[config.mk]
export PLATFORM = sky130hd
export DESIGN_NAME = fpu_noncomp_top
export DESIGN_NICKNAME = d
export VERILOG_FILES = /design/src/fpu_pkg.sv /design/src/fp_op_decode.sv /design/src/fpu_issue_ctrl.sv /design/src/fp_hold_buffer.sv /design/src/fp_noncomp_unit.sv /design/src/fp_result_pipe.sv /design/src/fpu_noncomp_top.sv
export VERILOG_INCLUDE_DIRS = /design/src /design/src/include
export SDC_FILE = /design/constraint.sdc
export NUM_CORES = 1
export LEC_CHECK = 0
export BUFFER_PORTS_ARGS = -buffer_cell sky130_fd_sc_hd__buf_4
export CORE_ASPECT_RATIO = 0.7
export CORE_UTILIZATION = 27
export DETAILED_ROUTE_END_ITERATION = 8
export PLACE_DENSITY = 0.43
export SYNTH_ARGS = -nofsm -noshare
export SYNTH_HDL_FRONTEND = slang
export SYNTH_HIERARCHICAL = 1
export SYNTH_SLANG_ARGS = --single-unit
[constraint.sdc]
create_clock -name clk_i -period 4.4 [get_ports clk_i]
set_input_delay 0.44 -clock clk_i [delete_from_list [all_inputs] [get_ports clk_i]]
set_output_delay 0.44 -clock clk_i [all_outputs]
set_load 0.01 [all_outputs]
[src/include/fpu_defines.svh]
/* Widths, pipeline depth and canonical NaN for the FP32 noncomp wrapper */

`ifndef FPU_DEFINES_SVH
`define FPU_DEFINES_SVH

`define FPU_FLEN           32             // Operand and result width
`define FPU_TAG_BITS       3              // Transaction id width
`define FPU_STATUS_BITS    5              // NV DZ OF UF NX, NV on top
`define FPU_NONCOMP_STAGES 2              // Result pipeline depth

// Canonical quiet NaN: positive, all-ones exponent, mantissa MSB only
`define FPU_CANON_NAN      32'h7fc0_0000

`endif

[src/fpu_pkg.sv]
/* Width typedefs, operator encodings and issue state for the noncomp wrapper */

`default_nettype none

package fpu_pkg;

    `include "fpu_defines.svh"

    // ------------------------------------------------------------------------
    // Data widths
    // ------------------------------------------------------------------------
    typedef logic [`FPU_FLEN-1:0]        fp_word_t;     // One FP32 value
    typedef logic [`FPU_TAG_BITS-1:0]    fpu_tag_t;     // Transaction id
    typedef logic [`FPU_STATUS_BITS-1:0] fpu_status_t;  // NV DZ OF UF NX
    typedef logic [2:0]                  fp_rm_t;       // Raw rm field

    // ------------------------------------------------------------------------
    // Operators
    // ------------------------------------------------------------------------
    // Operator as it arrives from issue
    typedef enum logic [2:0] {
        FSGNJ    = 3'd0,
        FMIN_MAX = 3'd1,
        FCMP     = 3'd2,
        FCLASS   = 3'd3,
        FMV_F2X  = 3'd4,
        FMV_X2F  = 3'd5
    } fu_op_e;

    // Operation seen by the noncomp unit, variant in the sub-op field
    typedef enum logic [1:0] {
        OP_SGNJ     = 2'd0,
        OP_MINMAX   = 2'd1,
        OP_CMP      = 2'd2,
        OP_CLASSIFY = 2'd3
    } noncomp_op_e;

    // Protocol inversion machine
    typedef enum logic {
        READY = 1'b0,  // Upstream sees ready
        STALL = 1'b1   // Hold buffer owns the pipe input
    } issue_state_e;

endpackage

`default_nettype wire

[src/fp_op_decode.sv]
/* Issue operator and rm field to internal operation and sub-operation */

`timescale 1ns/1ps
`default_nettype none

module fp_op_decode import fpu_pkg::*; (
    input  fu_op_e      fpu_op_i,
    input  fp_rm_t      fpu_rm_i,
    output noncomp_op_e dec_op_o,
    output fp_rm_t      dec_sub_o
);

    fp_rm_t rm_masked;

    // Top rm bit is an alternate-format flag upstream, not a sub-op bit
    assign rm_masked = {1'b0, fpu_rm_i[1:0]};

    always_comb begin : p_decode
        dec_op_o  = OP_SGNJ;    // Sign injection by default
        dec_sub_o = rm_masked;
        unique case (fpu_op_i)
            FSGNJ:    dec_op_o = OP_SGNJ;      // sgnj/sgnjn/sgnjx in rm
            FMIN_MAX: dec_op_o = OP_MINMAX;    // rm[0] picks max
            FCMP:     dec_op_o = OP_CMP;       // le/lt/eq in rm
            FCLASS:   dec_op_o = OP_CLASSIFY;  // rm ignored by the unit
            // Moves need no recoding, run them as raw passthrough
            FMV_F2X,
            FMV_X2F: begin
                dec_op_o  = OP_SGNJ;
                dec_sub_o = 3'b011;
            end
            default: ;
        endcase
    end

endmodule

`default_nettype wire

[src/fpu_issue_ctrl.sv]
/* READY/STALL machine that inverts the issue handshake, with flush */

`timescale 1ns/1ps
`default_nettype none

module fpu_issue_ctrl import fpu_pkg::*; (
    input  logic clk_i,
    input  logic rst_ni,
    input  logic flush_i,
    input  logic fpu_valid_i,
    input  logic pipe_ready_i,
    output logic fpu_ready_o,
    output logic pipe_valid_o,
    output logic hold_o,      // Capture decoded inputs this cycle
    output logic use_hold_o   // Pipe input comes from the hold buffer
);

    issue_state_e state_q, state_d;

    always_comb begin : p_fsm
        fpu_ready_o  = 1'b0;
        pipe_valid_o = 1'b0;
        hold_o       = 1'b0;
        use_hold_o   = 1'b0;
        state_d      = state_q;
        unique case (state_q)
            READY: begin
                fpu_ready_o  = 1'b1;         // Promise acceptance
                pipe_valid_o = fpu_valid_i;  // Live inputs straight to the pipe
                // Pipe refuses, park the operation and take the token back
                if (fpu_valid_i && !pipe_ready_i) begin
                    fpu_ready_o = 1'b0;
                    hold_o      = 1'b1;
                    state_d     = STALL;
                end
            end
            STALL: begin
                pipe_valid_o = 1'b1;
                use_hold_o   = 1'b1;
                if (pipe_ready_i) begin  // Held op drains this edge
                    fpu_ready_o = 1'b1;
                    state_d     = READY;
                end
            end
            default: ;
        endcase
        if (flush_i) state_d = READY;  // Flush wins over everything
    end

    always_ff @(posedge clk_i or negedge rst_ni) begin : p_state
        if (!rst_ni) begin
            state_q <= READY;
        end else begin
            state_q <= state_d;
        end
    end

    // ------------------------------------------------------------------------
    // Assertions
    // ------------------------------------------------------------------------
    a_stall_owns_pipe: assert property (@(posedge clk_i) disable iff (!rst_ni)
        state_q == STALL |-> pipe_valid_o && !hold_o);
    a_no_ready_on_hold: assert property (@(posedge clk_i) disable iff (!rst_ni)
        hold_o |-> !fpu_ready_o);

endmodule

`default_nettype wire

[src/fp_hold_buffer.sv]
/* Hold register for decoded op, operands and tag, with the bypass mux */

`timescale 1ns/1ps
`default_nettype none

module fp_hold_buffer import fpu_pkg::*; (
    input  logic        clk_i,
    input  logic        rst_ni,
    input  logic        hold_i,
    input  logic        use_hold_i,
    input  noncomp_op_e dec_op_i,
    input  fp_rm_t      dec_sub_i,
    input  fp_word_t    operand_a_i,
    input  fp_word_t    operand_b_i,
    input  fpu_tag_t    tag_i,
    output noncomp_op_e sel_op_o,
    output fp_rm_t      sel_sub_o,
    output fp_word_t    sel_a_o,
    output fp_word_t    sel_b_o,
    output fpu_tag_t    sel_tag_o
);

    noncomp_op_e op_q;
    fp_rm_t      sub_q;
    fp_word_t    a_q, b_q;
    fpu_tag_t    tag_q;

    always_ff @(posedge clk_i or negedge rst_ni) begin : p_hold
        if (!rst_ni) begin
            op_q  <= OP_SGNJ;
            sub_q <= '0;
            a_q   <= '0;
            b_q   <= '0;
            tag_q <= '0;
        end else if (hold_i) begin  // Snapshot while upstream is stalled
            op_q  <= dec_op_i;
            sub_q <= dec_sub_i;
            a_q   <= operand_a_i;
            b_q   <= operand_b_i;
            tag_q <= tag_i;
        end
    end

    // Replay the snapshot in STALL, otherwise bypass
    assign sel_op_o  = use_hold_i ? op_q  : dec_op_i;
    assign sel_sub_o = use_hold_i ? sub_q : dec_sub_i;
    assign sel_a_o   = use_hold_i ? a_q   : operand_a_i;
    assign sel_b_o   = use_hold_i ? b_q   : operand_b_i;
    assign sel_tag_o = use_hold_i ? tag_q : tag_i;

endmodule

`default_nettype wire

[src/fp_noncomp_unit.sv]
/* Combinational FP32 sign injection, min/max, compare and classify */

`timescale 1ns/1ps
`default_nettype none

`include "fpu_defines.svh"

module fp_noncomp_unit import fpu_pkg::*; (
    input  noncomp_op_e op_i,
    input  fp_rm_t      sub_i,
    input  fp_word_t    operand_a_i,
    input  fp_word_t    operand_b_i,
    output fp_word_t    result_o,
    output fpu_status_t status_o
);

    // One-hot class in RISC-V fclass order, bit 0 is -inf, bit 9 is qNaN
    function automatic logic [9:0] fp_class(input fp_word_t x);
        logic [9:0] mask;
        logic       exp_ones, exp_zero, man_zero;
        exp_ones = &x[30:23];
        exp_zero = ~|x[30:23];
        man_zero = ~|x[22:0];
        mask     = '0;
        if (exp_ones && !man_zero)      mask[x[22] ? 9 : 8] = 1'b1;  // qNaN / sNaN
        else if (exp_ones)              mask[x[31] ? 0 : 7] = 1'b1;  // Infinity
        else if (exp_zero && man_zero)  mask[x[31] ? 3 : 4] = 1'b1;  // Zero
        else if (exp_zero)              mask[x[31] ? 2 : 5] = 1'b1;  // Subnormal
        else                            mask[x[31] ? 1 : 6] = 1'b1;  // Normal
        return mask;
    endfunction

    logic [9:0] a_cls, b_cls;
    logic       a_nan, b_nan, any_snan;
    logic       both_zero;
    logic       a_lt_b;     // Total order, -0 below +0
    logic       cmp_lt, cmp_eq;
    logic       nv;

    assign a_cls     = fp_class(operand_a_i);
    assign b_cls     = fp_class(operand_b_i);
    assign a_nan     = a_cls[9] | a_cls[8];
    assign b_nan     = b_cls[9] | b_cls[8];
    assign any_snan  = a_cls[8] | b_cls[8];
    assign both_zero = (a_cls[3] | a_cls[4]) & (b_cls[3] | b_cls[4]);

    // Sign-magnitude compare, flipped magnitude order for two negatives
    assign a_lt_b = (operand_a_i[31] != operand_b_i[31]) ? operand_a_i[31] :
                    operand_a_i[31] ? (operand_a_i[30:0] > operand_b_i[30:0]) :
                                      (operand_a_i[30:0] < operand_b_i[30:0]);

    // IEEE compare treats both zeros as equal
    assign cmp_eq = (operand_a_i == operand_b_i) | both_zero;
    assign cmp_lt = a_lt_b & ~both_zero;

    always_comb begin : p_result
        result_o = '0;
        nv       = 1'b0;
        unique case (op_i)
            // ----------------------------------------------------------------
            // Sign injection, magnitude always from a
            // ----------------------------------------------------------------
            OP_SGNJ: begin
                unique case (sub_i)
                    3'b000:  result_o = {operand_b_i[31], operand_a_i[30:0]};
                    3'b001:  result_o = {~operand_b_i[31], operand_a_i[30:0]};
                    3'b010:  result_o = {operand_a_i[31] ^ operand_b_i[31],
                                         operand_a_i[30:0]};
                    default: result_o = operand_a_i;  // Move passthrough
                endcase
            end
            OP_MINMAX: begin
                nv = any_snan;
                if (a_nan && b_nan)  result_o = `FPU_CANON_NAN;
                else if (a_nan)      result_o = operand_b_i;  // NaN loses
                else if (b_nan)      result_o = operand_a_i;
                else if (sub_i[0])   result_o = a_lt_b ? operand_b_i : operand_a_i;  // Max
                else                 result_o = a_lt_b ? operand_a_i : operand_b_i;
            end
            OP_CMP: begin
                unique case (sub_i)
                    3'b000: begin  // le, signaling
                        nv          = a_nan | b_nan;
                        result_o[0] = ~(a_nan | b_nan) & (cmp_lt | cmp_eq);
                    end
                    3'b001: begin  // lt, signaling
                        nv          = a_nan | b_nan;
                        result_o[0] = ~(a_nan | b_nan) & cmp_lt;
                    end
                    3'b010: begin  // eq, quiet
                        nv          = any_snan;
                        result_o[0] = ~(a_nan | b_nan) & cmp_eq;
                    end
                    default: ;
                endcase
            end
            OP_CLASSIFY: result_o = fp_word_t'(a_cls);
            default: ;
        endcase
    end

    // Only NV can ever be raised here
    assign status_o = {nv, {(`FPU_STATUS_BITS-1){1'b0}}};

endmodule

`default_nettype wire

[src/fp_result_pipe.sv]
/* Valid/ready stage chain for result, status and tag, flushable */

`timescale 1ns/1ps
`default_nettype none

`include "fpu_defines.svh"

module fp_result_pipe import fpu_pkg::*; #(
    parameter int unsigned NumStages = `FPU_NONCOMP_STAGES  // 1 to 4
) (
    input  logic        clk_i,
    input  logic        rst_ni,
    input  logic        flush_i,
    input  logic        in_valid_i,
    output logic        in_ready_o,
    input  fp_word_t    result_i,
    input  fpu_status_t status_i,
    input  fpu_tag_t    tag_i,
    output logic        out_valid_o,
    input  logic        out_ready_i,
    output fp_word_t    result_o,
    output fpu_status_t status_o,
    output fpu_tag_t    tag_o
);

    if (NumStages < 1 || NumStages > 4) begin : g_bad_depth
        $error("NumStages must be 1 to 4");
    end

    // Index 0 is the pipe input, index i+1 the output of stage i
    logic [NumStages:0] vld, rdy;
    fp_word_t           res [NumStages+1];
    fpu_status_t        sts [NumStages+1];
    fpu_tag_t           tag [NumStages+1];

    assign vld[0]         = in_valid_i;
    assign res[0]         = result_i;
    assign sts[0]         = status_i;
    assign tag[0]         = tag_i;
    assign rdy[NumStages] = out_ready_i;

    for (genvar i = 0; i < NumStages; i++) begin : g_stage
        logic        valid_q;
        fp_word_t    res_q;
        fpu_status_t sts_q;
        fpu_tag_t    tag_q;

        // Stage moves when empty or when its successor takes the item
        assign rdy[i] = !valid_q || rdy[i+1];

        always_ff @(posedge clk_i or negedge rst_ni) begin : p_valid
            if (!rst_ni) begin
                valid_q <= 1'b0;
            end else if (flush_i) begin
                valid_q <= 1'b0;  // Drop everything in flight
            end else if (rdy[i]) begin
                valid_q <= vld[i];
            end
        end

        always_ff @(posedge clk_i) begin : p_data
            if (rdy[i] && vld[i]) begin
                res_q <= res[i];
                sts_q <= sts[i];
                tag_q <= tag[i];
            end
        end

        assign vld[i+1] = valid_q;
        assign res[i+1] = res_q;
        assign sts[i+1] = sts_q;
        assign tag[i+1] = tag_q;
    end

    assign in_ready_o  = rdy[0];
    assign out_valid_o = vld[NumStages];
    assign result_o    = res[NumStages];
    assign status_o    = sts[NumStages];
    assign tag_o       = tag[NumStages];

    // Downstream sees a frozen item until it takes it
    a_out_stable: assert property (@(posedge clk_i) disable iff (!rst_ni || flush_i)
        out_valid_o && !out_ready_i |=> out_valid_o && $stable(result_o) &&
                                        $stable(status_o) && $stable(tag_o));

endmodule

`default_nettype wire

[src/fpu_noncomp_top.sv]
/* FP32 noncomp issue wrapper: decode, protocol inversion, unit and pipeline */

`timescale 1ns/1ps
`default_nettype none

module fpu_noncomp_top import fpu_pkg::*; (
    input  logic        clk_i,
    input  logic        rst_ni,
    input  logic        flush_i,
    // Issue side
    input  logic        fpu_valid_i,
    output logic        fpu_ready_o,
    input  fu_op_e      fpu_op_i,
    input  fp_rm_t      fpu_rm_i,
    input  fp_word_t    operand_a_i,
    input  fp_word_t    operand_b_i,
    input  fpu_tag_t    fpu_trans_id_i,
    // Writeback side
    output logic        fpu_valid_o,
    input  logic        fpu_out_ready_i,
    output fp_word_t    result_o,
    output fpu_status_t fpu_status_o,
    output fpu_tag_t    fpu_trans_id_o
);

    noncomp_op_e dec_op, sel_op;
    fp_rm_t      dec_sub, sel_sub;
    fp_word_t    sel_a, sel_b, unit_result;
    fpu_tag_t    sel_tag;
    fpu_status_t unit_status;
    logic        pipe_valid, pipe_ready;
    logic        hold, use_hold;

    fp_op_decode i_decode (
        .fpu_op_i  (fpu_op_i),
        .fpu_rm_i  (fpu_rm_i),
        .dec_op_o  (dec_op),
        .dec_sub_o (dec_sub)
    );

    fpu_issue_ctrl i_ctrl (
        .clk_i        (clk_i),
        .rst_ni       (rst_ni),
        .flush_i      (flush_i),
        .fpu_valid_i  (fpu_valid_i),
        .pipe_ready_i (pipe_ready),
        .fpu_ready_o  (fpu_ready_o),
        .pipe_valid_o (pipe_valid),
        .hold_o       (hold),
        .use_hold_o   (use_hold)
    );

    fp_hold_buffer i_hold (
        .clk_i       (clk_i),
        .rst_ni      (rst_ni),
        .hold_i      (hold),
        .use_hold_i  (use_hold),
        .dec_op_i    (dec_op),
        .dec_sub_i   (dec_sub),
        .operand_a_i (operand_a_i),
        .operand_b_i (operand_b_i),
        .tag_i       (fpu_trans_id_i),
        .sel_op_o    (sel_op),
        .sel_sub_o   (sel_sub),
        .sel_a_o     (sel_a),
        .sel_b_o     (sel_b),
        .sel_tag_o   (sel_tag)
    );

    fp_noncomp_unit i_unit (
        .op_i        (sel_op),
        .sub_i       (sel_sub),
        .operand_a_i (sel_a),
        .operand_b_i (sel_b),
        .result_o    (unit_result),
        .status_o    (unit_status)
    );

    // Result visible at edge N+NumStages for an op taken at edge N
    fp_result_pipe i_pipe (
        .clk_i       (clk_i),
        .rst_ni      (rst_ni),
        .flush_i     (flush_i),
        .in_valid_i  (pipe_valid),
        .in_ready_o  (pipe_ready),
        .result_i    (unit_result),
        .status_i    (unit_status),
        .tag_i       (sel_tag),
        .out_valid_o (fpu_valid_o),
        .out_ready_i (fpu_out_ready_i),
        .result_o    (result_o),
        .status_o    (fpu_status_o),
        .tag_o       (fpu_trans_id_o)
    );

endmodule

`default_nettype wire

==> flow_summary.json, run 1 <==
{
  "route.met2.wl_mm": 9.62,
  "synth_cells": 614,
  "cts_root_buf": "clkbuf_16",
  "drv_cap": 0,
  "cts-htree-levels": 4,
  "syn_area_per_cell_sq_um": 13.2,
  "vdd_drop_max_mv": 0.251,
  "wl_met1_mm": 10.7,
  "cp_data_arrival_time_ps": 4380,
  "ys.flop_type": "edfxtp_1",
  "synth-edff-count": 80,
  "slew_viol_final": 0,
  "yosysUniqueCellTypes": 59,
  "clk_latency_ps": 440,
  "diodes": 0,
  "grt_pass1_wl_mm": 34.0,
  "crit_required_ps": 4590,
  "setup_violations": 0,
  "antenna_left": 0,
  "vias": 5407,
  "ys_async_sr_fraction": 0.484,
  "tightest_slew_ps": 1110,
  "synthToLayoutAreaGrowth_pct": 22.4,
  "synth-seq-cells": 155,
  "critPathKind": "flip-flop to flip-flop",
  "num_rows": 52,
  "cts_made_buffers": 17,
  "relSlewSlack": 0.257,
  "initial_core_util": 0.278,
  "port_buffers": 118,
  "wl_per_cell_microns": 19.3,
  "start_kind": "flip-flop",
  "wl_mm": 21.7,
  "hpwl_mm": 15.6,
  "clk_path_buf_depth": 2,
  "nets": 853,
  "place_congestion": 0.843,
  "die_x_microns": 209,
  "seq_area_frac_synth": 0.526,
  "core_sq_um": 29300,
  "worstPathMaxFanout": 31,
  "antenna_found_initial": 0,
  "post-route-drc-count": 0,
  "leakagePower_nw": 4.22,
  "ys_top_cells_by_area": "edfxtp_1 (30%), dfrtp_1 (23%), mux2_2 (18%)",
  "synth.largest_area_cell": "edfxtp_1",
  "yosysMostFrequentCell": "mux2_2",
  "finalHoldViolCount": 0,
  "die-area_sq_um": 30800,
  "clkTransAtPathRegs_ps": 60,
  "rsz0062_at_grt": "false",
  "cts_tree": "done",
  "dr.first_iter.drc_count": 334,
  "grt_start_max_net_pins": 73,
  "dr.pass1.iters": 6,
  "syn_area_sq_um": 8130,
  "wl_met3_mm": 1.14,
  "finalCriticalPeriod_ps": 4190,
  "grtUsageTotal": 0.147,
  "ys_warn_count": 6,
  "ios": 120,
  "synthTopCellsByCount": "mux2_2 (131), edfxtp_1 (80), dfrtp_1 (75)",
  "overflow": 0,
  "first_global_vias": 5819,
  "status": "completed",
  "drive_gt1_frac": 0.405,
  "vias_per_cell": 4.80,
  "synth_top_area_frac": 0.295,
  "end_kind": "flip-flop",
  "fmax_mhz": 239,
  "die_y_microns": 147,
  "highest-signal-layer": "met4",
  "hold_path.class": "input pin to flip-flop",
  "tns_ps": 0,
  "clock_skew_ps": 9.79,
  "p_per_area_nw_per_um2": 384,
  "holdWs_ps": 166,
  "post-route-period-util": 0.953,
  "cts.sinks": 155
}
[cell usage in the layout, fill, tap and decap left out, drive strengths merged, types with 15 or more instances in the layout]
cell type  instances
dfrtp             75
nor4              17
clkbuf            22
a21oi             25
edfxtp            80
buf              130
nand2             21
nand4             15
inv               41
nor2              23
mux2             144
ha                39
a22o              19
[cells by family after synthesis]
family | share of synthesized area
and+or+nand+nor | 0.0777
DFF | 0.526
AOI/OAI and AO/OA | 0.0811
adders and majority gates | 0.0600
muxes | 0.199
other | 0.000924
buffers and inverters | 0.0545
[layout make-up]
| type | count | area, sq um |
|---|---|---|
| Clock buffer | 22 | 454 |
| Clock inverter | 10 | 144 |
| Fill cell | 2929 | 19300 |
| Inverter | 41 | 154 |
| Multi-Input combinational cell | 390 | 3420 |
| Sequential cell | 155 | 4280 |
| Tap cell | 378 | 473 |
| Timing Repair Buffer | 131 | 1020 |
[worst max-delay path: stages (launching register included)]
cell and delay (ps):
dfrtp_2 430, buf_12 220, mux2_2 420, inv_1 70
ha_1 250, a211oi_2 210, nor2_1 80, o31a_1 240
o41a_1 390, or3_4 390, a21o_1 220, a41o_1 390
nor2b_4 200, buf_12 180, a22o_1 230
[sequential cells by signal, summed over array words and instances (netlist names), 2 cells and up]
register and flops:
i_hold/a_q 32, i_hold/b_q 32, i_pipe/g_stage.res_q 32, i_pipe/result_o 32, i_pipe/g_stage.sts_q 5, i_pipe/status_o 5, i_hold/sub_q 3, i_hold/tag_q 3
i_pipe/g_stage.tag_q 3, i_pipe/tag_o 3, i_hold/op_q 2
[final timing paths]
kind	startpoint	to	slack, ps	cells past startpoint
hold / removal	flush_i	i_pipe/g_stage[0].valid_q	170	2
setup / recovery	i_ctrl/state_q	i_pipe/g_stage[0].res_q[22]	210	14
setup reg to reg	i_ctrl/state_q	i_pipe/g_stage[0].res_q[22]	210	14
hold reg to reg	i_pipe/g_stage[0].res_q[25]	i_pipe/result_o[25]	420	0
min in group asynchronous	rst_ni	i_hold/tag_q[2]	520	2
max in group asynchronous	rst_ni	i_hold/b_q[14]	2920	3
[power breakdown]
group	internal, mW	leakage (nW)	switching (mW)
Sequential	1.72	1.76	0.0673
Combinational	0.261	2.18	0.255
Clock	0.909	0.281	0.614
[layer usage]
layer | global-route usage | vias to the layer above
met5 | 0 | -
met4 | 0.0452 | 0
met3 | 0.0336 | 18
met2 | 0.226 | 158
met1 | 0.204 | 2685
li1 | - | 2546
[through the flow]
step | power, mW | area (sq um) | util | cells | setup WS [ps]
after floorplan | 2.11 | 8140 | - | 617 | 540
after global placement | 2.31 | 9330 | 0.319 | 1093 | 178
after detailed placement | 2.33 | 9330 | 0.319 | 1093 | 115
after CTS | 3.88 | 9930 | 0.339 | 1126 | 100
after global routing | 4.00 | 9950 | 0.340 | 1127 | 22.1
final | 3.82 | 9950 | 0.340 | 1127 | 207
[what timing repair did]
item | in CTS | in global routing
hold buffers | 1 | 0
endpoints found under the hold margin | 23 | 0
gates resized for setup | 0 | 1
setup buffers | 0 | 1
endpoints found under the setup margin | 0 | 20
Note: power is estimated with default switching activity, not from simulation.
==> run 2, diff against run 1 <==
--- a/config.mk
+++ b/config.mk
@@ -6,11 +6,13 @@
 export SDC_FILE = /design/constraint.sdc
 export NUM_CORES = 1
 export LEC_CHECK = 0
+export ABC_AREA = 1
 export BUFFER_PORTS_ARGS = -buffer_cell sky130_fd_sc_hd__buf_4
 export CORE_ASPECT_RATIO = 0.7
 export CORE_UTILIZATION = 27
+export CTS_CLUSTER_DIAMETER = 80
 export DETAILED_ROUTE_END_ITERATION = 8
-export PLACE_DENSITY = 0.43
+export PLACE_DENSITY = 0.42
 export SYNTH_ARGS = -nofsm -noshare
 export SYNTH_HDL_FRONTEND = slang
 export SYNTH_HIERARCHICAL = 1
==> run 2 against run 1 <==
The run now ends with DRC left; sequential cell count unchanged; setup slack improved by 380 ps; synthesized cell count increased by 81%; first-iteration DRC count rose by 57%; clock power about the same; maximum frequency increased by 10%; wire length grew 20%; critical path depth rose by 7; synthesized area increased by 11%; utilization shrank 0.88 points; sequential share of layout area is 3.3 points lower; critical path type unchanged.
==> flow_summary.json, run 2 <==
{
  "cts_root_buf": "clkbuf_16",
  "yosys.area_share.adder": 0.0543,
  "ys_top_cells_by_area": "edfxtp_1 (27%), nand2_1 (24%), dfrtp_1 (21%)",
  "p_int_mw": 2.89,
  "port_buffers": 118,
  "wl_mm": 26.1,
  "nets": 1336,
  "status": "complete, but fails checks",
  "cts.sinks": 155,
  "tightest_slew_ps": 758,
  "failed_checks": "DRC",
  "clk_path_buf_depth": 2,
  "leakagePower_nw": 5.34,
  "synthMuxAreaShare": 0,
  "ios": 120,
  "initial_core_util": 0.276,
  "synth-edff-count": 80,
  "cts_made_buffers": 17,
  "fmax_mhz": 262,
  "drv_cap": 0,
  "ys.flop_type": "edfxtp_1",
  "switching_share": 0.271,
  "slew_viol_final": 0,
  "relSlewSlack": 0.495,
  "cts-htree-levels": 4,
  "die_x_microns": 220,
  "synth.largest_area_cell": "edfxtp_1",
  "overflow": 0,
  "rsz0062_at_grt": "false",
  "grt_pass1_wl_mm": 40.3,
  "vias": 7127,
  "cpMostUsedCell": "nand2_1",
  "post-route-period-util": 0.866,
  "synthTopCellsByCount": "nand2_1 (566), edfxtp_1 (80), inv_1 (77)",
  "synth_top_family_by_area": "simple AND/OR/NAND/NOR gates",
  "antenna_left": 0,
  "synth-compound-area-share": 0.0543,
  "final_cell_mix": "nand2_1 (566), buf_4 (129), edfxtp_1 (80)",
  "post_cts_resized": 0,
  "cp_data_arrival_time_ps": 4010,
  "place_congestion": 0.855,
  "diodes": 0,
  "clock_skew_ps": 9.65,
  "grt_start_max_net_pins": 75,
  "first_global_vias": 6694,
  "end_kind": "flip-flop",
  "pwr-share-clk": 0.389,
  "num_rows": 55,
  "core_sq_um": 32600,
  "worstPathMaxFanout": 37,
  "drive_gt1_frac": 0.208,
  "setup_violations": 0,
  "grtUsageTotal": 0.161,
  "wl_per_cell_microns": 15.7,
  "final_common_cell": "nand2_1",
  "clk_latency_ps": 440,
  "dr.first_iter.drc_count": 523,
  "crit_path_cell_trace": "inv_6, buf_4, nand2_1, nand2_1, clkinv_1, ha_1, nand2_1, nand2_1, nand2_1, nand2_1, a21oi_1, nand2_1, nand2_1, nand3_1, nand2_1, nand3_2, nand3_4, nand2_8, inv_4, o21ai_1, a21oi_1",
  "syn_area_sq_um": 8980,
  "crit_required_ps": 4600,
  "finalHoldViolCount": 0,
  "tns_ps": 0,
  "vdd_drop_max_mv": 0.235,
  "hold_path.class": "input pin to flip-flop",
  "synth-simple-area-share": 0.322,
  "yosysUniqueCellTypes": 41,
  "synth_top_area_frac": 0.267,
  "antenna_found_initial": 0,
  "slowest_stage": "dfrtp_2",
  "synth-seq-cells": 155,
  "synthToLayoutAreaGrowth_pct": 20.0,
  "seq_area_frac_synth": 0.476,
  "finalCriticalPeriod_ps": 3810,
  "hpwl_mm": 18.8,
  "cp_slowest_stage_delay_ps": 450,
  "power_mw": 3.96,
  "synth_cells": 1114,
  "die-area_sq_um": 34000,
  "post-route-drc-count": 16,
  "cts_setup_buffers": 0,
  "fin_cells": 1659,
  "sequentialPowerShare": 0.452,
  "p_per_area_nw_per_um2": 368,
  "die_y_microns": 155,
  "postLayoutCoreUtil": 0.331,
  "dr.pass1.iters": 7,
  "syn_area_per_cell_sq_um": 8.07,
  "clkTransAtPathRegs_ps": 60,
  "ys_async_sr_fraction": 0.484,
  "start_kind": "flip-flop",
  "hold_buffers": 1,
  "p_sw_mw": 1.07,
  "dpl.cell_count": 1626,
  "cts_tree": "done",
  "yosysMostFrequentCell": "nand2_1",
  "critPathKind": "flip-flop to flip-flop",
  "holdWs_ps": 169,
  "vias_per_cell": 4.30,
  "synthXorXnorAreaFrac": 0,
  "ys_warn_count": 6,
  "power_frac_comb": 0.159
}
[run 2: cell count changes after synthesis, moves of 7 or more]
| cell | change |
|---|---|
| a21oi_1 | +9 |
| a21oi_2 | +17 |
| a22o_1 | -19 |
| buf_4 | +15 |
| inv_1 | +36 |
| inv_2 | +23 |
| mux2_1 | -13 |
| mux2_2 | -131 |
| nand2_1 | +545 |
| nand2_2 | +20 |
| nand3_1 | +7 |
| nand3_2 | +19 |
| nor4_1 | -10 |
[run 2: through the flow]
stage | worst slack [ps] | cell area, sq um
CTS | 597 | 10800
finish | 590 | 10800
floorplan | 1470 | 9000
global placement | 586 | 10200
global route | 228 | 10800
detailed placement | 618 | 10200
[run 2: path summary, 6_finish.rpt]
check,start,to,slack (ps),cells past startpoint
max,i_ctrl/state_q,i_pipe/g_stage[0].res_q[13],590,21
max reg2reg,i_ctrl/state_q,i_pipe/g_stage[0].res_q[13],590,21
max in group asynchronous,rst_ni,i_ctrl/state_q,2880,3
min reg2reg,i_pipe/g_stage[0].res_q[31],i_pipe/result_o[31],420,0
min in group asynchronous,rst_ni,i_hold/tag_q[0],530,2
min,flush_i,i_pipe/out_valid_o,170,2
[run 2: cell families (layout without fill, tap and decap cells)]
kind of cell             count (synthesis)  in the layout
AO/OA/AOI/OAI                           77             77
other                                    2              5
flip-flops                             155            155
adder cells (fa/ha/maj)                 39             39
AND/OR/NAND/NOR                        685            685
buffers and inverters                  156            271
[run 2: cell type report]
| cell class | instances | area (sq um) |
|---|---|---|
| Clock buffer | 19 | 433 |
| Clock inverter | 13 | 175 |
| Inverter | 106 | 410 |
| Fill cell | 3447 | 21800 |
| Tap cell | 427 | 534 |
| Sequential cell | 155 | 4280 |
| Timing Repair Buffer | 133 | 1040 |
| Multi-Input combinational cell | 806 | 3910 |
[run 2: worst max-delay path: cells and delay by family (launching register included)]
kind / cells / cell delay, ps
and+or+nand+nor: 13 / 1160
buffers and inverters: 4 / 990
AOI/OAI and AO/OA: 3 / 620
DFF: 1 / 450
adders and majority gates: 1 / 320
[run 2: routing by layer]
| layer | part of all wire | track usage | vias to the layer above | routed length (microns) |
|---|---|---|---|---|
| met5 | 0 | 0 | - | 0 |
| met4 | 0.0079 | 0.0388 | 0 | 205 |
| met3 | 0.048 | 0.0374 | 16 | 1260 |
| met2 | 0.38 | 0.203 | 151 | 9810 |
| met1 | 0.57 | 0.263 | 3243 | 14800 |
| li1 | - | - | 3717 | - |
[run 2: power groups by stage]
stage          Sequential [mW]  Combinational (mW)  Clock (mW)
6_report                  1.79               0.629        1.54
5_1_grt                   1.81               0.721        1.67
4_1_cts                   1.79               0.637        1.61
3_5_place_dp              1.82               0.635           0
3_3_place_gp              1.82               0.633           0
2_1_floorplan             1.82               0.393           0
